### config.mk
export PLATFORM = sky130hd
export DESIGN_NAME = fifo_to_host
export DESIGN_NICKNAME = d
export VERILOG_FILES = /design/src/fifo_to_host_pkg.sv /design/src/chunk_line_packer.sv /design/src/fifo_to_host.sv /design/src/host_write_former.sv /design/src/message_sequencer.sv
export VERILOG_INCLUDE_DIRS = /design/src /design/src/src
export SDC_FILE = /design/constraint.sdc
export NUM_CORES = 1
export LEC_CHECK = 0
export ABC_AREA = 1
export BUFFER_PORTS_ARGS = -buffer_cell sky130_fd_sc_hd__clkbuf_2
export CELL_PAD_IN_SITES_DETAIL_PLACEMENT = 1
export CELL_PAD_IN_SITES_GLOBAL_PLACEMENT = 1
export CORE_UTILIZATION = 32
export CTS_CLUSTER_DIAMETER = 30
export CTS_CLUSTER_SIZE = 14
export DETAILED_ROUTE_END_ITERATION = 10
export PLACE_DENSITY = 0.68
export SLEW_MARGIN = 20
export SYNTH_ARGS = -nofsm -noshare
export SYNTH_HDL_FRONTEND = slang
export SYNTH_SLANG_ARGS = --single-unit
### constraint.sdc
create_clock -name clk -period 72.9 [get_ports clk]
set_input_delay 18.225 -clock clk [delete_from_list [all_inputs] [get_ports clk]]
set_output_delay 18.225 -clock clk [all_outputs]
set_load 0.02 [all_outputs]
### src/fifo_to_host_params.svh
//==========================================================================
// Widths and flush thresholds of the host message writer. A line must hold
// a power-of-two number of chunks, and the ring size is 2**RING_IDX_WIDTH
//==========================================================================

`ifndef FIFO_TO_HOST_PARAMS_SVH
`define FIFO_TO_HOST_PARAMS_SVH

// Bits per chunk and per host cache line
`define FTH_CHUNK_WIDTH      128
`define FTH_LINE_WIDTH       512
`define FTH_CHUNKS_PER_LINE  (`FTH_LINE_WIDTH / `FTH_CHUNK_WIDTH)

// Ring of 64 lines in host memory
`define FTH_RING_IDX_WIDTH   6
`define FTH_LINE_ADDR_WIDTH  32

// Top bit of the idle counter fires after 16 idle cycles
`define FTH_IDLE_BITS        5
// Top bit of the active-line counter fires at 8 data lines
`define FTH_MSG_LINES_BITS   4

`endif

### src/fifo_to_host_pkg.sv
//==========================================================================
// Types shared by the message writer and its testbench
//==========================================================================

`include "fifo_to_host_params.svh"

package fifo_to_host_pkg;

    typedef logic [`FTH_CHUNK_WIDTH-1:0] chunk_t;

    // A cache line seen as chunks, chunk 0 is the oldest
    typedef logic [`FTH_CHUNKS_PER_LINE-1:0][`FTH_CHUNK_WIDTH-1:0] line_t;

    // Chunk count within a line, one bit wider than the chunk index
    typedef logic [$clog2(`FTH_CHUNKS_PER_LINE):0] chunk_cnt_t;

    typedef logic [`FTH_RING_IDX_WIDTH-1:0] ring_idx_t;
    typedef logic [`FTH_LINE_ADDR_WIDTH-1:0] line_addr_t;

    // Message length in chunks, large enough for the whole ring
    typedef logic [$clog2(`FTH_CHUNKS_PER_LINE) + `FTH_RING_IDX_WIDTH - 1:0] msg_len_t;

    typedef enum logic
    {
        write_thru,
        write_fence
    } write_kind_t;

    typedef enum logic [2:0]
    {
        wait_header,
        wait_data,
        emit_data,
        emit_header,
        emit_fence
    } seq_state_t;

endpackage

### src/chunk_line_packer.sv
//==========================================================================
// Packs chunks into one line buffer. The source may raise chunk_valid only
// while chunk_ready is high, and chunk_ready is combinational
//==========================================================================

`timescale 1ns/1ps

`include "fifo_to_host_params.svh"

module chunk_line_packer
(
    input  logic                         clk,
    input  logic                         resetb,
    input  fifo_to_host_pkg::chunk_t     chunk_data,
    input  logic                         chunk_valid,
    input  logic                         line_deq,
    input  logic                         keep_one,
    input  logic                         force_flush,
    output logic                         chunk_ready,
    output fifo_to_host_pkg::line_t      line_data,
    output logic                         line_full,
    output logic                         line_nonempty,
    output fifo_to_host_pkg::chunk_cnt_t real_chunks
);

    // Slots in use, pad rotations included
    fifo_to_host_pkg::chunk_cnt_t busy_chunks;

    logic chunk_accept;
    logic do_shift;

    // The slot count is a power of two, so the top bit marks a full line
    assign line_full     = busy_chunks[$high(busy_chunks)];
    assign line_nonempty = (busy_chunks != '0);

    // A full line still takes a chunk when the line leaves on the same edge
    assign chunk_ready  = (!line_full || line_deq) && !force_flush;
    assign chunk_accept = chunk_valid && chunk_ready;

    // A forced flush rotates a pad slot in, pushing the partial line down
    // so that the real chunks end up at index 0
    assign do_shift = chunk_accept || (force_flush && !line_full);

    //==========================================================================
    // Line shifter
    //==========================================================================

    always_ff @(posedge clk)
    begin
        if (do_shift)
        begin
            // Older chunks move toward index 0 and the new one lands on top
            for (int i = 0; i < `FTH_CHUNKS_PER_LINE - 1; i++)
            begin
                line_data[i] <= line_data[i + 1];
            end
            line_data[`FTH_CHUNKS_PER_LINE - 1] <= chunk_data;
        end
    end

    //==========================================================================
    // Busy and real chunk counts
    //==========================================================================

    always_ff @(posedge clk)
    begin
        if (!resetb)
        begin
            busy_chunks <= '0;
            real_chunks <= '0;
        end
        else if (line_deq)
        begin
            // What stays is the held-back remainder plus a chunk arriving now
            busy_chunks <= fifo_to_host_pkg::chunk_cnt_t'(keep_one) +
                           fifo_to_host_pkg::chunk_cnt_t'(chunk_accept);
            real_chunks <= fifo_to_host_pkg::chunk_cnt_t'(keep_one) +
                           fifo_to_host_pkg::chunk_cnt_t'(chunk_accept);
        end
        else
        begin
            // Pad slots count as busy but never as real
            busy_chunks <= busy_chunks + fifo_to_host_pkg::chunk_cnt_t'(do_shift);
            real_chunks <= real_chunks + fifo_to_host_pkg::chunk_cnt_t'(chunk_accept);
        end
    end

endmodule

### src/fifo_to_host.sv
//==========================================================================
// Host-bound message writer. ring_base and oldest_idx come from the host,
// and a message is complete in memory once its fence is granted
//==========================================================================

`timescale 1ns/1ps

module fifo_to_host
(
    input  logic                          clk,
    input  logic                          resetb,
    input  fifo_to_host_pkg::chunk_t      chunk_data,
    input  logic                          chunk_valid,
    input  fifo_to_host_pkg::line_addr_t  ring_base,
    input  fifo_to_host_pkg::ring_idx_t   oldest_idx,
    input  logic                          write_grant,
    output logic                          chunk_ready,
    output logic                          write_request,
    output fifo_to_host_pkg::write_kind_t write_kind,
    output fifo_to_host_pkg::line_addr_t  write_addr,
    output fifo_to_host_pkg::line_t       write_data,
    output fifo_to_host_pkg::ring_idx_t   next_write_idx
);

    // Packer to sequencer
    logic                         line_full;
    logic                         line_nonempty;
    fifo_to_host_pkg::chunk_cnt_t real_chunks;
    fifo_to_host_pkg::line_t      line_data;

    // Sequencer to packer
    logic line_deq;
    logic keep_one;
    logic force_flush;

    // Sequencer to former
    fifo_to_host_pkg::seq_state_t state;
    fifo_to_host_pkg::line_t      header_line;
    fifo_to_host_pkg::line_t      data_line;
    fifo_to_host_pkg::msg_len_t   msg_len;
    fifo_to_host_pkg::ring_idx_t  header_idx;
    fifo_to_host_pkg::ring_idx_t  data_idx;

    // The status side sees where the next message header will land
    assign next_write_idx = header_idx;

    chunk_line_packer chunk_line_packer_inst
    (
        .clk           (clk),
        .resetb        (resetb),
        .chunk_data    (chunk_data),
        .chunk_valid   (chunk_valid),
        .line_deq      (line_deq),
        .keep_one      (keep_one),
        .force_flush   (force_flush),
        .chunk_ready   (chunk_ready),
        .line_data     (line_data),
        .line_full     (line_full),
        .line_nonempty (line_nonempty),
        .real_chunks   (real_chunks)
    );

    message_sequencer message_sequencer_inst
    (
        .clk           (clk),
        .resetb        (resetb),
        .line_full     (line_full),
        .line_nonempty (line_nonempty),
        .real_chunks   (real_chunks),
        .line_data     (line_data),
        .oldest_idx    (oldest_idx),
        .write_grant   (write_grant),
        .line_deq      (line_deq),
        .keep_one      (keep_one),
        .force_flush   (force_flush),
        .write_request (write_request),
        .state         (state),
        .header_line   (header_line),
        .data_line     (data_line),
        .msg_len       (msg_len),
        .header_idx    (header_idx),
        .data_idx      (data_idx)
    );

    host_write_former host_write_former_inst
    (
        .state       (state),
        .header_line (header_line),
        .data_line   (data_line),
        .msg_len     (msg_len),
        .header_idx  (header_idx),
        .data_idx    (data_idx),
        .ring_base   (ring_base),
        .write_kind  (write_kind),
        .write_addr  (write_addr),
        .write_data  (write_data)
    );

endmodule

### src/host_write_former.sv
//==========================================================================
// Combinational write former. Outputs stay steady while the FSM sits in
// an emit state, since they depend only on its registers
//==========================================================================

`timescale 1ns/1ps

`include "fifo_to_host_params.svh"

module host_write_former
(
    input  fifo_to_host_pkg::seq_state_t  state,
    input  fifo_to_host_pkg::line_t       header_line,
    input  fifo_to_host_pkg::line_t       data_line,
    input  fifo_to_host_pkg::msg_len_t    msg_len,
    input  fifo_to_host_pkg::ring_idx_t   header_idx,
    input  fifo_to_host_pkg::ring_idx_t   data_idx,
    input  fifo_to_host_pkg::line_addr_t  ring_base,
    output fifo_to_host_pkg::write_kind_t write_kind,
    output fifo_to_host_pkg::line_addr_t  write_addr,
    output fifo_to_host_pkg::line_t       write_data
);

    fifo_to_host_pkg::line_t stamped_header;

    // Length goes in chunk 0 and the first three captured chunks follow
    assign stamped_header = {header_line[`FTH_CHUNKS_PER_LINE-2:0],
                             fifo_to_host_pkg::chunk_t'(msg_len)};

    always_comb
    begin
        case (state)
            fifo_to_host_pkg::emit_data:
            begin
                write_kind = fifo_to_host_pkg::write_thru;
                write_addr = ring_base + fifo_to_host_pkg::line_addr_t'(data_idx);
                write_data = data_line;
            end
            fifo_to_host_pkg::emit_header:
            begin
                write_kind = fifo_to_host_pkg::write_thru;
                write_addr = ring_base + fifo_to_host_pkg::line_addr_t'(header_idx);
                write_data = stamped_header;
            end
            default:
            begin
                // Fence carries no address
                write_kind = fifo_to_host_pkg::write_fence;
                write_addr = '0;
                write_data = stamped_header;
            end
        endcase
    end

endmodule

### src/message_sequencer.sv
//==========================================================================
// Message FSM. Data lines go out first, then the header, then a fence. A
// write completes on request and grant, and the ring keeps one line free
//==========================================================================

`timescale 1ns/1ps

`include "fifo_to_host_params.svh"

module message_sequencer
(
    input  logic                          clk,
    input  logic                          resetb,
    input  logic                          line_full,
    input  logic                          line_nonempty,
    input  fifo_to_host_pkg::chunk_cnt_t  real_chunks,
    input  fifo_to_host_pkg::line_t       line_data,
    input  fifo_to_host_pkg::ring_idx_t   oldest_idx,
    input  logic                          write_grant,
    output logic                          line_deq,
    output logic                          keep_one,
    output logic                          force_flush,
    output logic                          write_request,
    output fifo_to_host_pkg::seq_state_t  state,
    output fifo_to_host_pkg::line_t       header_line,
    output fifo_to_host_pkg::line_t       data_line,
    output fifo_to_host_pkg::msg_len_t    msg_len,
    output fifo_to_host_pkg::ring_idx_t   header_idx,
    output fifo_to_host_pkg::ring_idx_t   data_idx
);

    logic [`FTH_IDLE_BITS-1:0]      idle_cycles;
    logic [`FTH_MSG_LINES_BITS-1:0] active_lines;

    logic flush_for_idle;
    logic flush_for_idle_hold;
    logic flush_full_msg;
    logic flush_full_msg_hold;
    logic in_wait;
    logic allow_write;

    //==========================================================================
    // Flush decisions
    //==========================================================================

    // Each flush cause stays raised until the fence has gone out
    assign flush_for_idle = idle_cycles[$high(idle_cycles)] || flush_for_idle_hold;
    assign flush_full_msg = active_lines[$high(active_lines)] || flush_full_msg_hold;

    always_ff @(posedge clk)
    begin
        if (!resetb)
        begin
            flush_for_idle_hold <= 1'b0;
            flush_full_msg_hold <= 1'b0;
        end
        else
        begin
            flush_for_idle_hold <= flush_for_idle && (state != fifo_to_host_pkg::emit_fence);
            flush_full_msg_hold <= flush_full_msg && (state != fifo_to_host_pkg::emit_fence);
        end
    end

    always_ff @(posedge clk)
    begin
        if (!resetb)
        begin
            idle_cycles  <= '0;
            active_lines <= '0;
        end
        else
        begin
            // Idle time only counts while a message is waiting to grow
            if (state == fifo_to_host_pkg::wait_header)
                idle_cycles <= line_nonempty ? idle_cycles + 1'b1 : '0;
            else if ((state != fifo_to_host_pkg::wait_data) || line_deq)
                idle_cycles <= '0;
            else
                idle_cycles <= idle_cycles + 1'b1;

            // Data lines written in the current message
            if (state == fifo_to_host_pkg::emit_header)
                active_lines <= '0;
            else if ((state == fifo_to_host_pkg::emit_data) && write_grant)
                active_lines <= active_lines + 1'b1;
        end
    end

    //==========================================================================
    // Packer controls and write request
    //==========================================================================

    assign in_wait = (state == fifo_to_host_pkg::wait_header) ||
                     (state == fifo_to_host_pkg::wait_data);

    assign force_flush = (state == fifo_to_host_pkg::wait_header) && flush_for_idle;
    assign line_deq    = line_full && !flush_full_msg && in_wait;

    // A full header line leaves its newest chunk behind, since chunk 0 of
    // the header carries the length
    assign keep_one = (state == fifo_to_host_pkg::wait_header) &&
                      real_chunks[$high(real_chunks)];

    // Hold off while the next line would run into the host's oldest line
    assign allow_write   = ((data_idx + fifo_to_host_pkg::ring_idx_t'(1)) != oldest_idx);
    assign write_request = allow_write && !in_wait;

    //==========================================================================
    // State and ring indices
    //==========================================================================

    always_ff @(posedge clk)
    begin
        if (!resetb)
        begin
            state      <= fifo_to_host_pkg::wait_header;
            header_idx <= '0;
            data_idx   <= '0;
        end
        else
        begin
            case (state)
                fifo_to_host_pkg::wait_header:
                begin
                    if (line_full)
                    begin
                        state    <= flush_for_idle ? fifo_to_host_pkg::emit_header
                                                   : fifo_to_host_pkg::wait_data;
                        data_idx <= data_idx + 1'b1;
                    end
                end
                fifo_to_host_pkg::wait_data:
                begin
                    // A full line beats the idle timeout
                    if (flush_full_msg)
                        state <= fifo_to_host_pkg::emit_header;
                    else if (line_full)
                        state <= fifo_to_host_pkg::emit_data;
                    else if (flush_for_idle)
                        state <= fifo_to_host_pkg::emit_header;
                end
                fifo_to_host_pkg::emit_data:
                begin
                    // A message at its line limit leaves from wait_data next
                    if (write_grant)
                    begin
                        state    <= fifo_to_host_pkg::wait_data;
                        data_idx <= data_idx + 1'b1;
                    end
                end
                fifo_to_host_pkg::emit_header:
                begin
                    if (write_grant)
                        state <= fifo_to_host_pkg::emit_fence;
                end
                fifo_to_host_pkg::emit_fence:
                begin
                    if (write_grant)
                    begin
                        state      <= fifo_to_host_pkg::wait_header;
                        // Next message starts at the first unused line
                        header_idx <= data_idx;
                    end
                end
                default:
                begin
                    state <= fifo_to_host_pkg::wait_header;
                end
            endcase
        end
    end

    //==========================================================================
    // Captured lines and message length
    //==========================================================================

    always_ff @(posedge clk)
    begin
        if ((state == fifo_to_host_pkg::wait_header) && line_full)
        begin
            header_line <= line_data;
            msg_len     <= keep_one ? fifo_to_host_pkg::msg_len_t'(`FTH_CHUNKS_PER_LINE - 1)
                                    : fifo_to_host_pkg::msg_len_t'(real_chunks);
        end
        else if ((state == fifo_to_host_pkg::wait_data) && line_full && !flush_full_msg)
        begin
            data_line <= line_data;
            msg_len   <= msg_len + fifo_to_host_pkg::msg_len_t'(`FTH_CHUNKS_PER_LINE);
        end
    end

endmodule

After elaboration in Yosys (flattened, before gate mapping)
Cells that the tools add are included.
{"block": "classes", "n_addsub": 9, "n_mul": 0, "n_div": 0, "magnitude_cmp": 0, "n_eq_ne": 12, "shift": 0, "mux": 23, "bitwise_logic": 2, "n_reduce_logical": 34}
{"cell": "2-to-1 mux 512 bit", "count": 1}
{"cell": "adder 32 x 6 -> 32 bit", "count": 2}
{"cell": "case mux 32 bit (2 select lines)", "count": 1}
{"cell": "2-to-1 mux 3 bit", "count": 10}
{"cell": "2-to-1 mux 8 bit", "count": 2}
{"cell": "2-to-1 mux 5 bit", "count": 3}
{"cell": "case mux 3 bit (5 select lines)", "count": 1}
{"cell": "logical AND 1 bit", "count": 14}
{"cell": "2-to-1 mux 6 bit", "count": 2}
{"cell": "case mux 6 bit (2 select lines)", "count": 1}
{"cell": "adder 8 x 3 -> 8 bit, second input constant", "count": 1}
{"cell": "inequality test 2 bit, second input constant", "count": 4}
{"cell": "adder 3 x 1 -> 3 bit", "count": 2}
{"cell": "adder 6 x 1 -> 6 bit, second input constant", "count": 1}
{"cell": "== test 3 x 2 -> 1 bit, second input constant", "count": 2}
{"cell": "logical OR 1 bit", "count": 6}
{"cell": "inequality test 6 bit", "count": 1}
{"cell": "adder 5 x 1 -> 5 bit, second input constant", "count": 1}
{"cell": "AND reduction 5 bit", "count": 1}
{"cell": "adder 4 x 1 -> 4 bit, second input constant", "count": 1}
{"cell": "logical NOT 1 bit", "count": 4}
{"cell": "inequality test 4 x 2 -> 1 bit, second input constant", "count": 1}
{"cell": "AND reduction 2 bit", "count": 2}
{"cell": "nonzero test 2 bit", "count": 2}
{"cell": "12 further kinds", "count": 14}
{"block": "word_totals", "reg_bits": 1448, "latchBits": 0, "mem_bits_rw": 0, "rom_bits": 0, "output_inout_bits": 553, "mem_count": 0}

Longest topological paths before layout
Gate-level depths: netlist (run 1).
{"block": "logic_depth", "depth_word": 10, "mapped_depth": 19, "ltp_nobuf": 18}

Hierarchy
Synthesis (run 1) repeated with hierarchy kept, for this count alone.
{"block": "unflattened", "hier_cells": 3597, "area_unflattened_um2": 55419.4}
{"mod": "message_sequencer", "instances": 1, "cells_each": 1246, "area_each_um2": 32503.7, "seq_area_each_um2": 31510.2}
{"mod": "chunk_line_packer", "instances": 1, "cells_each": 554, "area_each_um2": 15696.3, "seq_area_each_um2": 15494.9}
{"mod": "host_write_former", "instances": 1, "cells_each": 1797, "area_each_um2": 7219.4, "seq_area_each_um2": 0.0}

Worst setup path after synthesis (run 1)
OpenSTA, ideal clock, no wires.
{"block": "synth_timing", "path_type": "in2reg", "from": "input port chunk_valid", "to": "register chunk_line_packer_inst.busy_chunks[0]", "setup_time_ps": 117, "arrival_time_ps": 46456, "t_required_ps": 72783, "slack_ps": 26327, "path_stages": 5, "n_path_buf": 0, "path_cell_list": "inv_1 -> o22ai_1 -> ha_1 -> nand3_1 -> nand2_1"}
{"block": "synth_between", "elab_chain_cells": 4, "elab_cells_between_ends": 5}
{"item": "from (decl)", "line_no": "fifo_to_host.sv:13", "text": "input logic chunk_valid,"}
{"item": "logical AND 1 bit (*)", "line_no": "chunk_line_packer.sv:38", "text": "assign chunk_accept = chunk_valid && chunk_ready;"}
{"item": "logical OR 1 bit", "line_no": "chunk_line_packer.sv:42", "text": "assign do_shift = chunk_accept || (force_flush && !line_full);"}
{"item": "adder 3 x 1 -> 3 bit", "line_no": "chunk_line_packer.sv:83", "text": "busy_chunks <= busy_chunks + fifo_to_host_pkg::chunk_cnt_t'(do_shift);"}
{"item": "2-to-1 mux 3 bit (*)", "line_no": "chunk_line_packer.sv:72", "text": "else if (line_deq)"}
{"item": "to (signal assigned)", "line_no": "chunk_line_packer.sv:75", "text": "busy_chunks <= fifo_to_host_pkg::chunk_cnt_t'(keep_one) +"}
{"item": "to (signal assigned)", "line_no": "chunk_line_packer.sv:83"}
{"item": "to (decl)", "line_no": "chunk_line_packer.sv:27", "text": "fifo_to_host_pkg::chunk_cnt_t busy_chunks;"}
Every way passes the cells marked *; elsewhere a longest branch is shown, timed or not.
A chain may end at the register's enable or synchronous reset.

Final worst setup path (run 1)
{"block": "layout_timing", "from": "input port ring_base[0]", "to": "output port write_addr[22]"}
{"block": "layout_between", "elab_chain_cells": 2, "elab_cells_between_ends": 3}
{"item": "from (decl)", "line_no": "fifo_to_host.sv:14", "text": "input fifo_to_host_pkg::line_addr_t ring_base,"}
{"item": "adder 32 x 6 -> 32 bit (on tied branches)", "line_no": "host_write_former.sv:42, host_write_former.sv:36"}
{"item": "case mux 32 bit (2 select lines) (*)", "line_no": "host_write_former.sv:32", "text": "case (state)"}
{"item": "to (decl)", "line_no": "fifo_to_host.sv:20", "text": "output fifo_to_host_pkg::line_addr_t write_addr,"}
Marks and branches as above.

==> metrics.yaml, run 1 <==
power_and_ir_drop:
  power.total_uw: 2880
  ir_worst_vdd_mv: 0.0241
  leakage_uw: 0.0273
  powerDensity_nw_per_um2: 42.2
clock_tree:
  cts_sinks: 1448
  clock-root-buffer: "clkbuf_16"
  cts_buffer_depth: 4
  cts_resized: 0
  insertion_delay_ps: 910
  cts_buffers: 331
  cts_tree: "done"
  htreeDepth: 5
  clk_pin_slew_worst_paths_ps: 50
  cts_hold_buf: 0
  cts_setup_buffers: 0
timing:
  tightest_slew_ps: 1170
  clock.fmax_mhz: 26.0
  setup_viol: 0
  slew_violations: 0
  clock_skew_ps: 67.1
  hold_slack_ps: 402
  fin_crit_sh_pct: 52.7
  hold_viol_final: 0
  setup_ws_ps: 34460
  slew_headroom_pct: 21.9
  rsz0062_at_grt: "false"
  finalSetupTns_ps: 0
  layout_min_cycle_time_ps: 38440
critical_path:
  path_cells: "clkbuf_2 -> ha_1 -> fa_1 -> nand2_1 -> nand3_1 -> nand3_1 -> o21ai_0 -> a21oi_1 -> clkbuf_2"
  path_max_fanout: 7
  reg2reg_depth: 12
  crit_arrival_ps: 20220
  cp.buffers_inverters: 2
  timing.rr.start: "message_sequencer_inst.state[2]"
  r2r_end: "chunk_line_packer_inst.line_data[376]"
  rrSetupSlack_ps: 67680
  cp-start-kind: "primary input"
  cpMaxStageDelayCell: "fa_1"
  required_ps: 54670
  slowest_delay_ps: 490
  critPathTopFamily: "adder cells"
  crit_type: "in2out"
  end_kind: "primary output"
die:
  die_y_um: 402
  die_w_um: 402
  initial_core_util_pct: 32.3
  coreArea_um2: 159000
  die_area_um2: 162000
  pin_count: 723
  row_count: 146
global_routing:
  grt_max_degree: 197
  grt_first_pass_wirelength_um: 213000
  first_global_vias: 33253
  grt-ovfl-total: 0
  track_usage_pct: 17.7
  antenna_found_initial: 9
route:
  ant_nets: 0
  drt_iter0_markers: 1620
  drc: 0
  postRouteWirelength_um: 146000
  vias: 30493
  wl_per_cell_um: 21.6
  drtPass1Iterations: 5
  vias_per_cell: 4.51
placed_design:
  pre_cts_slack_ps: 34460
  portBuffers: 722
  hpwl_um: 89500
  globalplace.congestion: 0.828
  dp_cells: 6176
synthesis:
  yosysUniqueCellTypes: 28
  syn_area_um2: 51300
  yosysSeqAreaShare_pct: 84.1
  synthCells: 3464
  syn-num-nets: 3651
  post_synth.cell_area_avg_um2: 14.8
  synth-seq-cells: 1448
  ys_warn_count: 0
worst_hold_path:
  holdPathEnd: "message_sequencer_inst.data_line[490]"
  hold_class: "reg2reg"
  hold_path_depth: 0
  hold_path.startpoint: "chunk_line_packer_inst.line_data[490]"
cells_and_area:
  drive_gt1_share_pct: 27.1
  stdcell_count: 6767
  layout.nets: 4625
  syn2layout_area_growth_pct: 32.8
run_status:
  status: "complete, no violations"
flow_run:
  cap_viol_max_count: 0
-- layout make-up --
class | instances | area, µm²
multi-input combinational | 1708 | 6880
tap | 2072 | 2590
clock inverter | 213 | 2380
clock buffer | 369 | 8450
antenna | 8 | 20.0
inverter | 199 | 754
sequential | 1448 | 43200
timing repair buffer | 750 | 3910
fill | 16172 | 90600
-- registers in the layout, indices dropped and copies added (netlist names) --
name,flops
message_sequencer_inst.state,3
chunk_line_packer_inst.real_chunks,3
message_sequencer_inst.header_line,384
message_sequencer_inst.idle_cycles,5
message_sequencer_inst.data_idx,6
message_sequencer_inst.header_idx,6
chunk_line_packer_inst.busy_chunks,3
message_sequencer_inst.data_line,512
chunk_line_packer_inst.line_data,512
message_sequencer_inst.flush_full_msg_hold,1
message_sequencer_inst.msg_len,8
message_sequencer_inst.active_lines,4
message_sequencer_inst.flush_for_idle_hold,1
-- kinds of logic (layout without fill, tap and decap cells) --
group / Yosys count / after routing / synth area share, %
other cells: 0 / 8 / 0
buf+inv: 308 / 1531 / 2.52
simple gates: 1608 / 1608 / 12.0
fa+ha+maj: 17 / 17 / 0.429
flops: 1448 / 1448 / 84.1
compound gates: 72 / 72 / 0.724
xor+xnor: 11 / 11 / 0.188
-- power by group --
| part | internal (µW) | switching, µW | leakage, µW |
|---|---|---|---|
| Clock | 975 | 468 | 0.00519 |
| Combinational | 107 | 361 | 0.00873 |
| Sequential | 949 | 17.8 | 0.0134 |
-- worst max path at each step --
| stage | from | end | cells past startpoint |
|---|---|---|---|
| 5_1_grt | ring_base[0] | write_addr[20] | 13 |
| 2_1_floorplan | chunk_valid | chunk_line_packer_inst.busy_chunks[0] | 5 |
| 3_3_place_gp | ring_base[0] | write_addr[20] | 13 |
| 6_report | ring_base[0] | write_addr[22] | 9 |
| 3_5_place_dp | ring_base[0] | write_addr[22] | 9 |
| 4_1_cts | ring_base[0] | write_addr[22] | 9 |
-- cell usage after synthesis --
library cell,n,area [µm²]
a31oi_1,2,12.5
o21ai_0,38,190
a21boi_0,2,15.0
nand2_1,1307,4910
o22ai_1,1,6.26
nand3b_1,3,22.5
nor3_1,6,30.0
nand3_1,47,235
nand4_1,9,56.3
or2_2,3,18.8
xnor2_1,6,52.6
buf_1,3,11.3
nor2_1,229,860
a21oi_1,28,140
clkbuf_1,19,71.3
buf_2,76,380
buf_4,11,82.6
nor2_4,2,22.5
xor2_1,5,43.8
inv_1,196,736
nor3_2,1,10.0
and2_1,1,6.26
inv_2,3,11.3
dfxtp_1,32,641
ha_1,16,200
o21bai_1,1,7.51
edfxtp_1,1416,42500
fa_1,1,20.0
-- per-stage QoR --
stage | cell area (µm²) | utilization, %
after global routing | 68100 | 42.9
final | 68100 | 42.9
after detailed placement | 57300 | 36.1
after floorplan | 51300 | -
after global placement | 57300 | 36.1
after CTS | 68100 | 42.9
-- placed cells by master, fill, tap and decap left out, drive strengths merged --
cell      Yosys  routed
xor2          5       5
buf          90      28
inv         199     229
a21boi        2       2
or2           3       3
edfxtp     1416    1416
nor3          7       7
xnor2         6       6
nand2      1307    1307
nand3b        3       3
o21bai        1       1
dfxtp        32      32
clkinvlp      0      41
clkbuf       19    1091
nor2        231     231
and2          1       1
o22ai         1       1
nand3        47      47
clkinv        0     101
fa            1       1
diode         0       8
o21ai        38      38
nand4         9       9
ha           16      16
a21oi        28      28
bufinv        0      41
a31oi         2       2
-- metal layers --
layer	vias up	global-route usage (%)	wire length, µm
li1	13976	-	-
met1	15224	19.3	54200
met2	950	30.8	75800
met3	343	4.95	8510
met4	0	10.1	7520
met5	-	0	0
Power figures use the tool's default switching activity.
==> run 2: changes to the inputs <==
Settings changed: PLACE_DENSITY 0.68 to 0.71.
Clock period 72.9 ns to 35 ns, I/O delays scaled along.
==> metrics.yaml, run 2 (synthesized netlist as in run 1, its figures left out) <==
global_routing:
  top_usage_layer: "met2"
  grt_util_met1_pct: 18.7  # -0.61 points
  first_global_vias: 33435  # +0.55%
  grt-ovfl-total: 0  # unchanged
  grt_max_degree: 153  # -22%
  grt_util_met3_pct: 5.27  # +0.32 points
  met2_usage_pct: 31.4  # +0.53 points
  antenna_found_initial: 15  # +6
  grt_first_pass_wirelength_um: 213000  # about the same
  track_usage_pct: 17.7  # +0.022 points
placed_design:
  hpwl_um: 91900  # +2.6%
  globalplace.congestion: 0.857  # +3.6%
  pre_cts_slack_ps: 15410  # -19,050 ps
  portBuffers: 722  # unchanged
  placed_cell_area_um2: 57300  # about the same
timing:
  clock.fmax_mhz: 51.2
  setup_viol: 0  # unchanged
  slew_violations: 0  # unchanged
  rsz0062_at_grt: "false"
  fin_crit_sh_pct: 55.8
  slew_headroom_pct: 25.8  # +3.9 points
  hold_viol_final: 0  # unchanged
  setup_ws_ps: 15480  # -18,970 ps
  tightest_slew_ps: 1110  # -58.1 ps
  finalSetupTns_ps: 0  # unchanged
  layout_min_cycle_time_ps: 19520
  clock_skew_ps: 61.1  # -6.03 ps
die:
  row_count: 146  # unchanged
  die_w_um: 402  # unchanged
  die_y_um: 402  # unchanged
  pin_count: 723  # unchanged
  initial_core_util_pct: 32.3  # unchanged
  coreArea_um2: 159000  # unchanged
  die_area_um2: 162000  # unchanged
critical_path:
  cp-start-kind: "primary input"
  path_max_fanout: 7  # unchanged
  slowest_delay_ps: 470  # -20 ps
  crit_arrival_ps: 10770  # -9450 ps
  cpMaxStageDelayCell: "fa_1"
  path_cells: "clkbuf_2 -> ha_1 -> fa_1 -> nand2_1 -> nand3_1 -> nand2_1 -> nor2_1 -> nand2_1 -> nand2_1 -> nor2_1 -> clkbuf_2"
  cp.buffers_inverters: 2  # unchanged
  critPathTopFamily: "simple AND/OR/NAND/NOR gates"
  end_kind: "primary output"
  crit_top_cell: "nand2_1"
  crit_type: "in2out"
  required_ps: 26250  # -28,420 ps
power_and_ir_drop:
  switchingPower_uw: 1710  # +100%
  powerDensity_nw_per_um2: 87.1  # +110%
  leakage_uw: 0.0271  # -0.60%
  swShare_pct: 29.0  # -0.45 points
  pwr-share-comb_pct: 16.6  # +0.3 points
  seqPwrFrac_pct: 34.2  # +0.6 points
  power.total_uw: 5890  # +100%
  pwr-share-clk_pct: 49.3  # -0.8 points
  p_int_uw: 4190  # +110%
  ir_worst_vdd_mv: 0.0685  # +180%
route:
  postRouteWirelength_um: 147000  # +0.42%
  drt_iter0_markers: 1821  # +12%
  drc: 0  # unchanged
  vias: 30644  # +0.50%
  vias_per_cell: 4.55  # +0.94%
  drtPass1Iterations: 5  # unchanged
  wl_per_cell_um: 21.8  # +0.87%
  ant_nets: 0  # unchanged
clock_tree:
  cts_buffers: 312  # -5.7%
  cts_setup_buffers: 0  # unchanged
  insertion_delay_ps: 910  # about the same
  clk_pin_slew_worst_paths_ps: 40  # about the same
  clock-root-buffer: "clkbuf_16"
  cts_sinks: 1448  # unchanged
  cts_tree: "done"
  cts_resized: 0  # unchanged
  cts_hold_buf: 0  # unchanged
  htreeDepth: 5  # unchanged
  cts_buffer_depth: 4  # unchanged
cells_and_area:
  final_common_cell: "edfxtp_1"
  layout.nets: 4612  # -0.28%
  fin_util_pct: 42.6  # -0.30 points
  largestRegisters: "chunk_line_packer_inst.line_data (512), message_sequencer_inst.data_line (512), message_sequencer_inst.header_line (384)"
  drive_gt1_share_pct: 26.5  # -0.54 points
  syn2layout_area_growth_pct: 31.9
  design_area_um2: 67700  # -0.70%
  most-common-layout-cells: "edfxtp_1, nand2_1, clkbuf_2"
run_status:
  status: "complete, no violations"
worst_hold_path:
  hold_class: "reg2reg"
flow_run:
  cap_viol_max_count: 0  # unchanged
==> run 2: cell count changes in the layout (fill, tap and decap cells not counted), moves of 3 or more <==
cell | before | now
inv_6 | 29 | 7
clkinvlp_4 | 41 | 23
clkbuf_1 | 37 | 45
buf_12 | 5 | 1
buf_4 | 22 | 33
clkinv_1 | 39 | 33
bufinv_16 | 41 | 45
clkinv_8 | 4 | 1
clkbuf_16 | 332 | 319
clkinv_4 | 11 | 23
clkbuf_8 | 0 | 3
==> run 2: layout make-up <==
type	instances	area, µm²
clock buffers	367	8190
fillers	16197	91100
flip-flops and latches	1448	43200
well taps	2072	2590
repair buffers	756	3880
diodes	10	25.0
multi-input cells	1708	6880
inverters	199	754
clock inverters	177	2180
==> run 2: path summary, 6_finish.rpt <==
check	startpoint	to	slack, ps	cells after the start
min reg2reg	chunk_line_packer_inst.line_data[29]	message_sequencer_inst.header_line[29]	390	0
min	chunk_line_packer_inst.line_data[29]	message_sequencer_inst.header_line[29]	390	0
max	ring_base[0]	write_addr[18]	15480	11
max reg2reg	message_sequencer_inst.active_lines[3]	chunk_line_packer_inst.line_data[129]	29450	9
==> run 2: through the flow <==
stage / instances / hold slack (ps)
global route: 6734 / 410
floorplan: 3464 / 418
CTS: 6727 / 391
finish: 6737 / 394
global placement: 6183 / 423
detailed placement: 6183 / 431
==> run 2: worst reg2reg max path, stage by stage, from the launching register on <==
cell     delay (ps)
dfxtp_1         320
nor2_1          250
nand2_1         180
nor2_1          270
o21ai_0         270
o22ai_4         400
buf_4           840
buf_4          1000
buf_4           780
buf_4           810
==> run 2: power by group through the flow <==
stage                     Combinational, µW  Sequential [µW]  Clock [µW]
after detailed placement                980             2040           0
final                                   976             2010        2900
after global placement                  970             2040           0
after global routing                   1040             2020        3020
after CTS                               994             2020        2950
after floorplan                         564             2050           0
==> run 2: metal layers <==
metal	up-vias	share of wire (%)
met1	15348	36
met3	358	6.4
met4	6	5.4
met2	1022	52
met5	-	0.027
li1	13910	-
==> run 3: changes to the inputs <==
Settings changed: PLACE_DENSITY 0.71 to 0.68.
Clock period 35 ns to 20.1 ns, I/O delays scaled along.
==> metrics.yaml, run 3 (synthesized netlist as in run 1, its figures left out) <==
run_status:
  status: "complete, no violations"
timing:
  clock.fmax_mhz: 83.3
  slew_headroom_pct: 22.3  # -3.4 points
  slew_violations: 0  # unchanged
  setup_ws_ps: 8100  # -7390 ps
  setup_viol: 0  # unchanged
  clock_skew_ps: 81.9  # +20.8 ps
  layout_min_cycle_time_ps: 12000
  finalSetupTns_ps: 0  # unchanged
  hold_viol_final: 0  # unchanged
  tightest_slew_ps: 1160  # +51.7 ps
  rsz0062_at_grt: "false"
  fin_crit_sh_pct: 59.7
critical_path:
  cp-startpoint: "ring_base[0]"
  reg2reg_depth: 8  # -1
  path_max_fanout: 7  # unchanged
  cp-start-kind: "primary input"
  end_kind: "primary output"
  crit_type: "in2out"
  crit_arrival_ps: 6980  # -3790 ps
  required_ps: 15070  # -11,180 ps
  timing.rr.start: "message_sequencer_inst.state[2]"
power_and_ir_drop:
  p_int_uw: 7350  # +76%
  leakage_uw: 0.0273  # +0.64%
  pwr-share-clk_pct: 49.9  # +0.6 points
  pwr-share-comb_pct: 16.3  # -0.3 points
  seqPwrFrac_pct: 33.8  # -0.4 points
  ir_worst_vdd_mv: 0.0955  # +39%
  switchingPower_uw: 3040  # +78%
  powerDensity_nw_per_um2: 153  # +75%
  swShare_pct: 29.2  # +0.26 points
flow_run:
  cap_viol_max_count: 0  # unchanged
cells_and_area:
  largestRegisters: "chunk_line_packer_inst.line_data (512), message_sequencer_inst.data_line (512), message_sequencer_inst.header_line (384)"
  most-common-layout-cells: "edfxtp_1, nand2_1, clkbuf_2"
  syn2layout_area_growth_pct: 32.6
  drive_gt1_share_pct: 26.6  # +0.12 points
  layout.nets: 4626  # +0.30%
  final_common_cell: "edfxtp_1"
clock_tree:
  clk_pin_slew_worst_paths_ps: 40  # about the same
  htreeDepth: 5  # unchanged
  cts_setup_buffers: 0  # unchanged
  cts_sinks: 1448  # unchanged
  cts_resized: 0  # unchanged
  insertion_delay_ps: 930  # +20 ps
  clock-root-buffer: "clkbuf_16"
  cts_buffer_depth: 4  # unchanged
  cts_buffers: 333  # +6.7%
  cts_tree: "done"
  cts_hold_buf: 0  # unchanged
worst_hold_path:
  hold_path_depth: 0  # unchanged
  hold_class: "reg2reg"
  hold_path.startpoint: "chunk_line_packer_inst.line_data[60]"
die:
  die_area_um2: 162000  # unchanged
  coreArea_um2: 159000  # unchanged
  die_w_um: 402  # unchanged
  row_count: 146  # unchanged
  die_y_um: 402  # unchanged
  initial_core_util_pct: 32.3  # unchanged
  pin_count: 723  # unchanged
global_routing:
  grt_max_degree: 184  # +20%
  track_usage_pct: 17.6  # -0.13 points
  antenna_found_initial: 9  # -6
  first_global_vias: 33070  # -1.1%
  grt-ovfl-total: 0  # unchanged
  grt_first_pass_wirelength_um: 213000  # -0.37%
route:
  drtPass1Iterations: 5  # unchanged
  drt_iter0_markers: 1674  # -8.1%
  wl_per_cell_um: 21.5  # -1.3%
  ant_nets: 0  # unchanged
  drc: 0  # unchanged
  postRouteWirelength_um: 145000  # -0.87%
  vias: 30588  # -0.18%
  vias_per_cell: 4.52  # -0.58%
placed_design:
  globalplace.congestion: 0.821  # -4.3%
  portBuffers: 722  # unchanged
  hpwl_um: 89600  # -2.5%
  pre_cts_slack_ps: 8090  # -7320 ps
run 3: cell count changes in the layout (fill, tap and decap cells not counted), moves of 5 or more:
cell,delta
clkinv_1,+15
bufinv_16,-9
clkinv_4,-14
clkbuf_16,+20
buf_4,-12
buf_12,+5
inv_6,+19
run 3: worst max-delay path, stage by stage:
cell and delay (ps):
clkbuf_2 80, ha_1 210, fa_1 410, nand2_1 100, nand3_1 260, nand2_1 200, nor2_1 80, nand2_1 60
nand2_1 50, nor2_1 260, clkbuf_2 230
run 3: final cells by class:
class                           count  area [µm²]
Clock buffer                      386        8660
Antenna cell                        6        15.0
Inverter                          199         754
Clock inverter                    196        2070
Sequential cell                  1448       43200
Fill cell                       16137       90700
Multi-Input combinational cell   1708        6880
Timing Repair Buffer              749        3890
Tap cell                         2072        2590
run 3: worst paths after layout:
kind | slack [ps] | end
max reg2reg | 15430 | message_sequencer_inst.header_line[196]
min | 390 | message_sequencer_inst.header_line[60]
max | 8100 | write_addr[18]
min reg2reg | 390 | message_sequencer_inst.header_line[60]
run 3: routing by layer:
| metal | global-route usage (%) | vias to the layer above | share of wire (%) |
|---|---|---|---|
| met3 | 5.63 | 319 | 6.5 |
| met5 | 0 | - | 0.0076 |
| met4 | 8.42 | 2 | 4.3 |
| met1 | 19.1 | 15399 | 37 |
| met2 | 30.9 | 913 | 52 |
| li1 | - | 13955 | - |
run 3: power by group through the flow:
stage | Clock [µW] | Combinational [µW] | Sequential, µW
final | 5190 | 1690 | 3510
after detailed placement | 0 | 1710 | 3560
after global placement | 0 | 1690 | 3550
after CTS | 5280 | 1730 | 3510
after global routing | 5410 | 1810 | 3520
after floorplan | 0 | 983 | 3570
run 3: through the flow:
| stage | hold WS (ps) | power, µW | area, µm² | instances | util (%) |
|---|---|---|---|---|---|
| after floorplan | 418 | 4550 | 51300 | 3464 | - |
| after global placement | 422 | 5240 | 57300 | 6176 | 36.1 |
| after detailed placement | 431 | 5270 | 57300 | 6176 | 36.1 |
| after CTS | 391 | 10500 | 68000 | 6758 | 42.8 |
| after global routing | 415 | 10700 | 68000 | 6763 | 42.9 |
| final | 389 | 10400 | 68000 | 6764 | 42.9 |
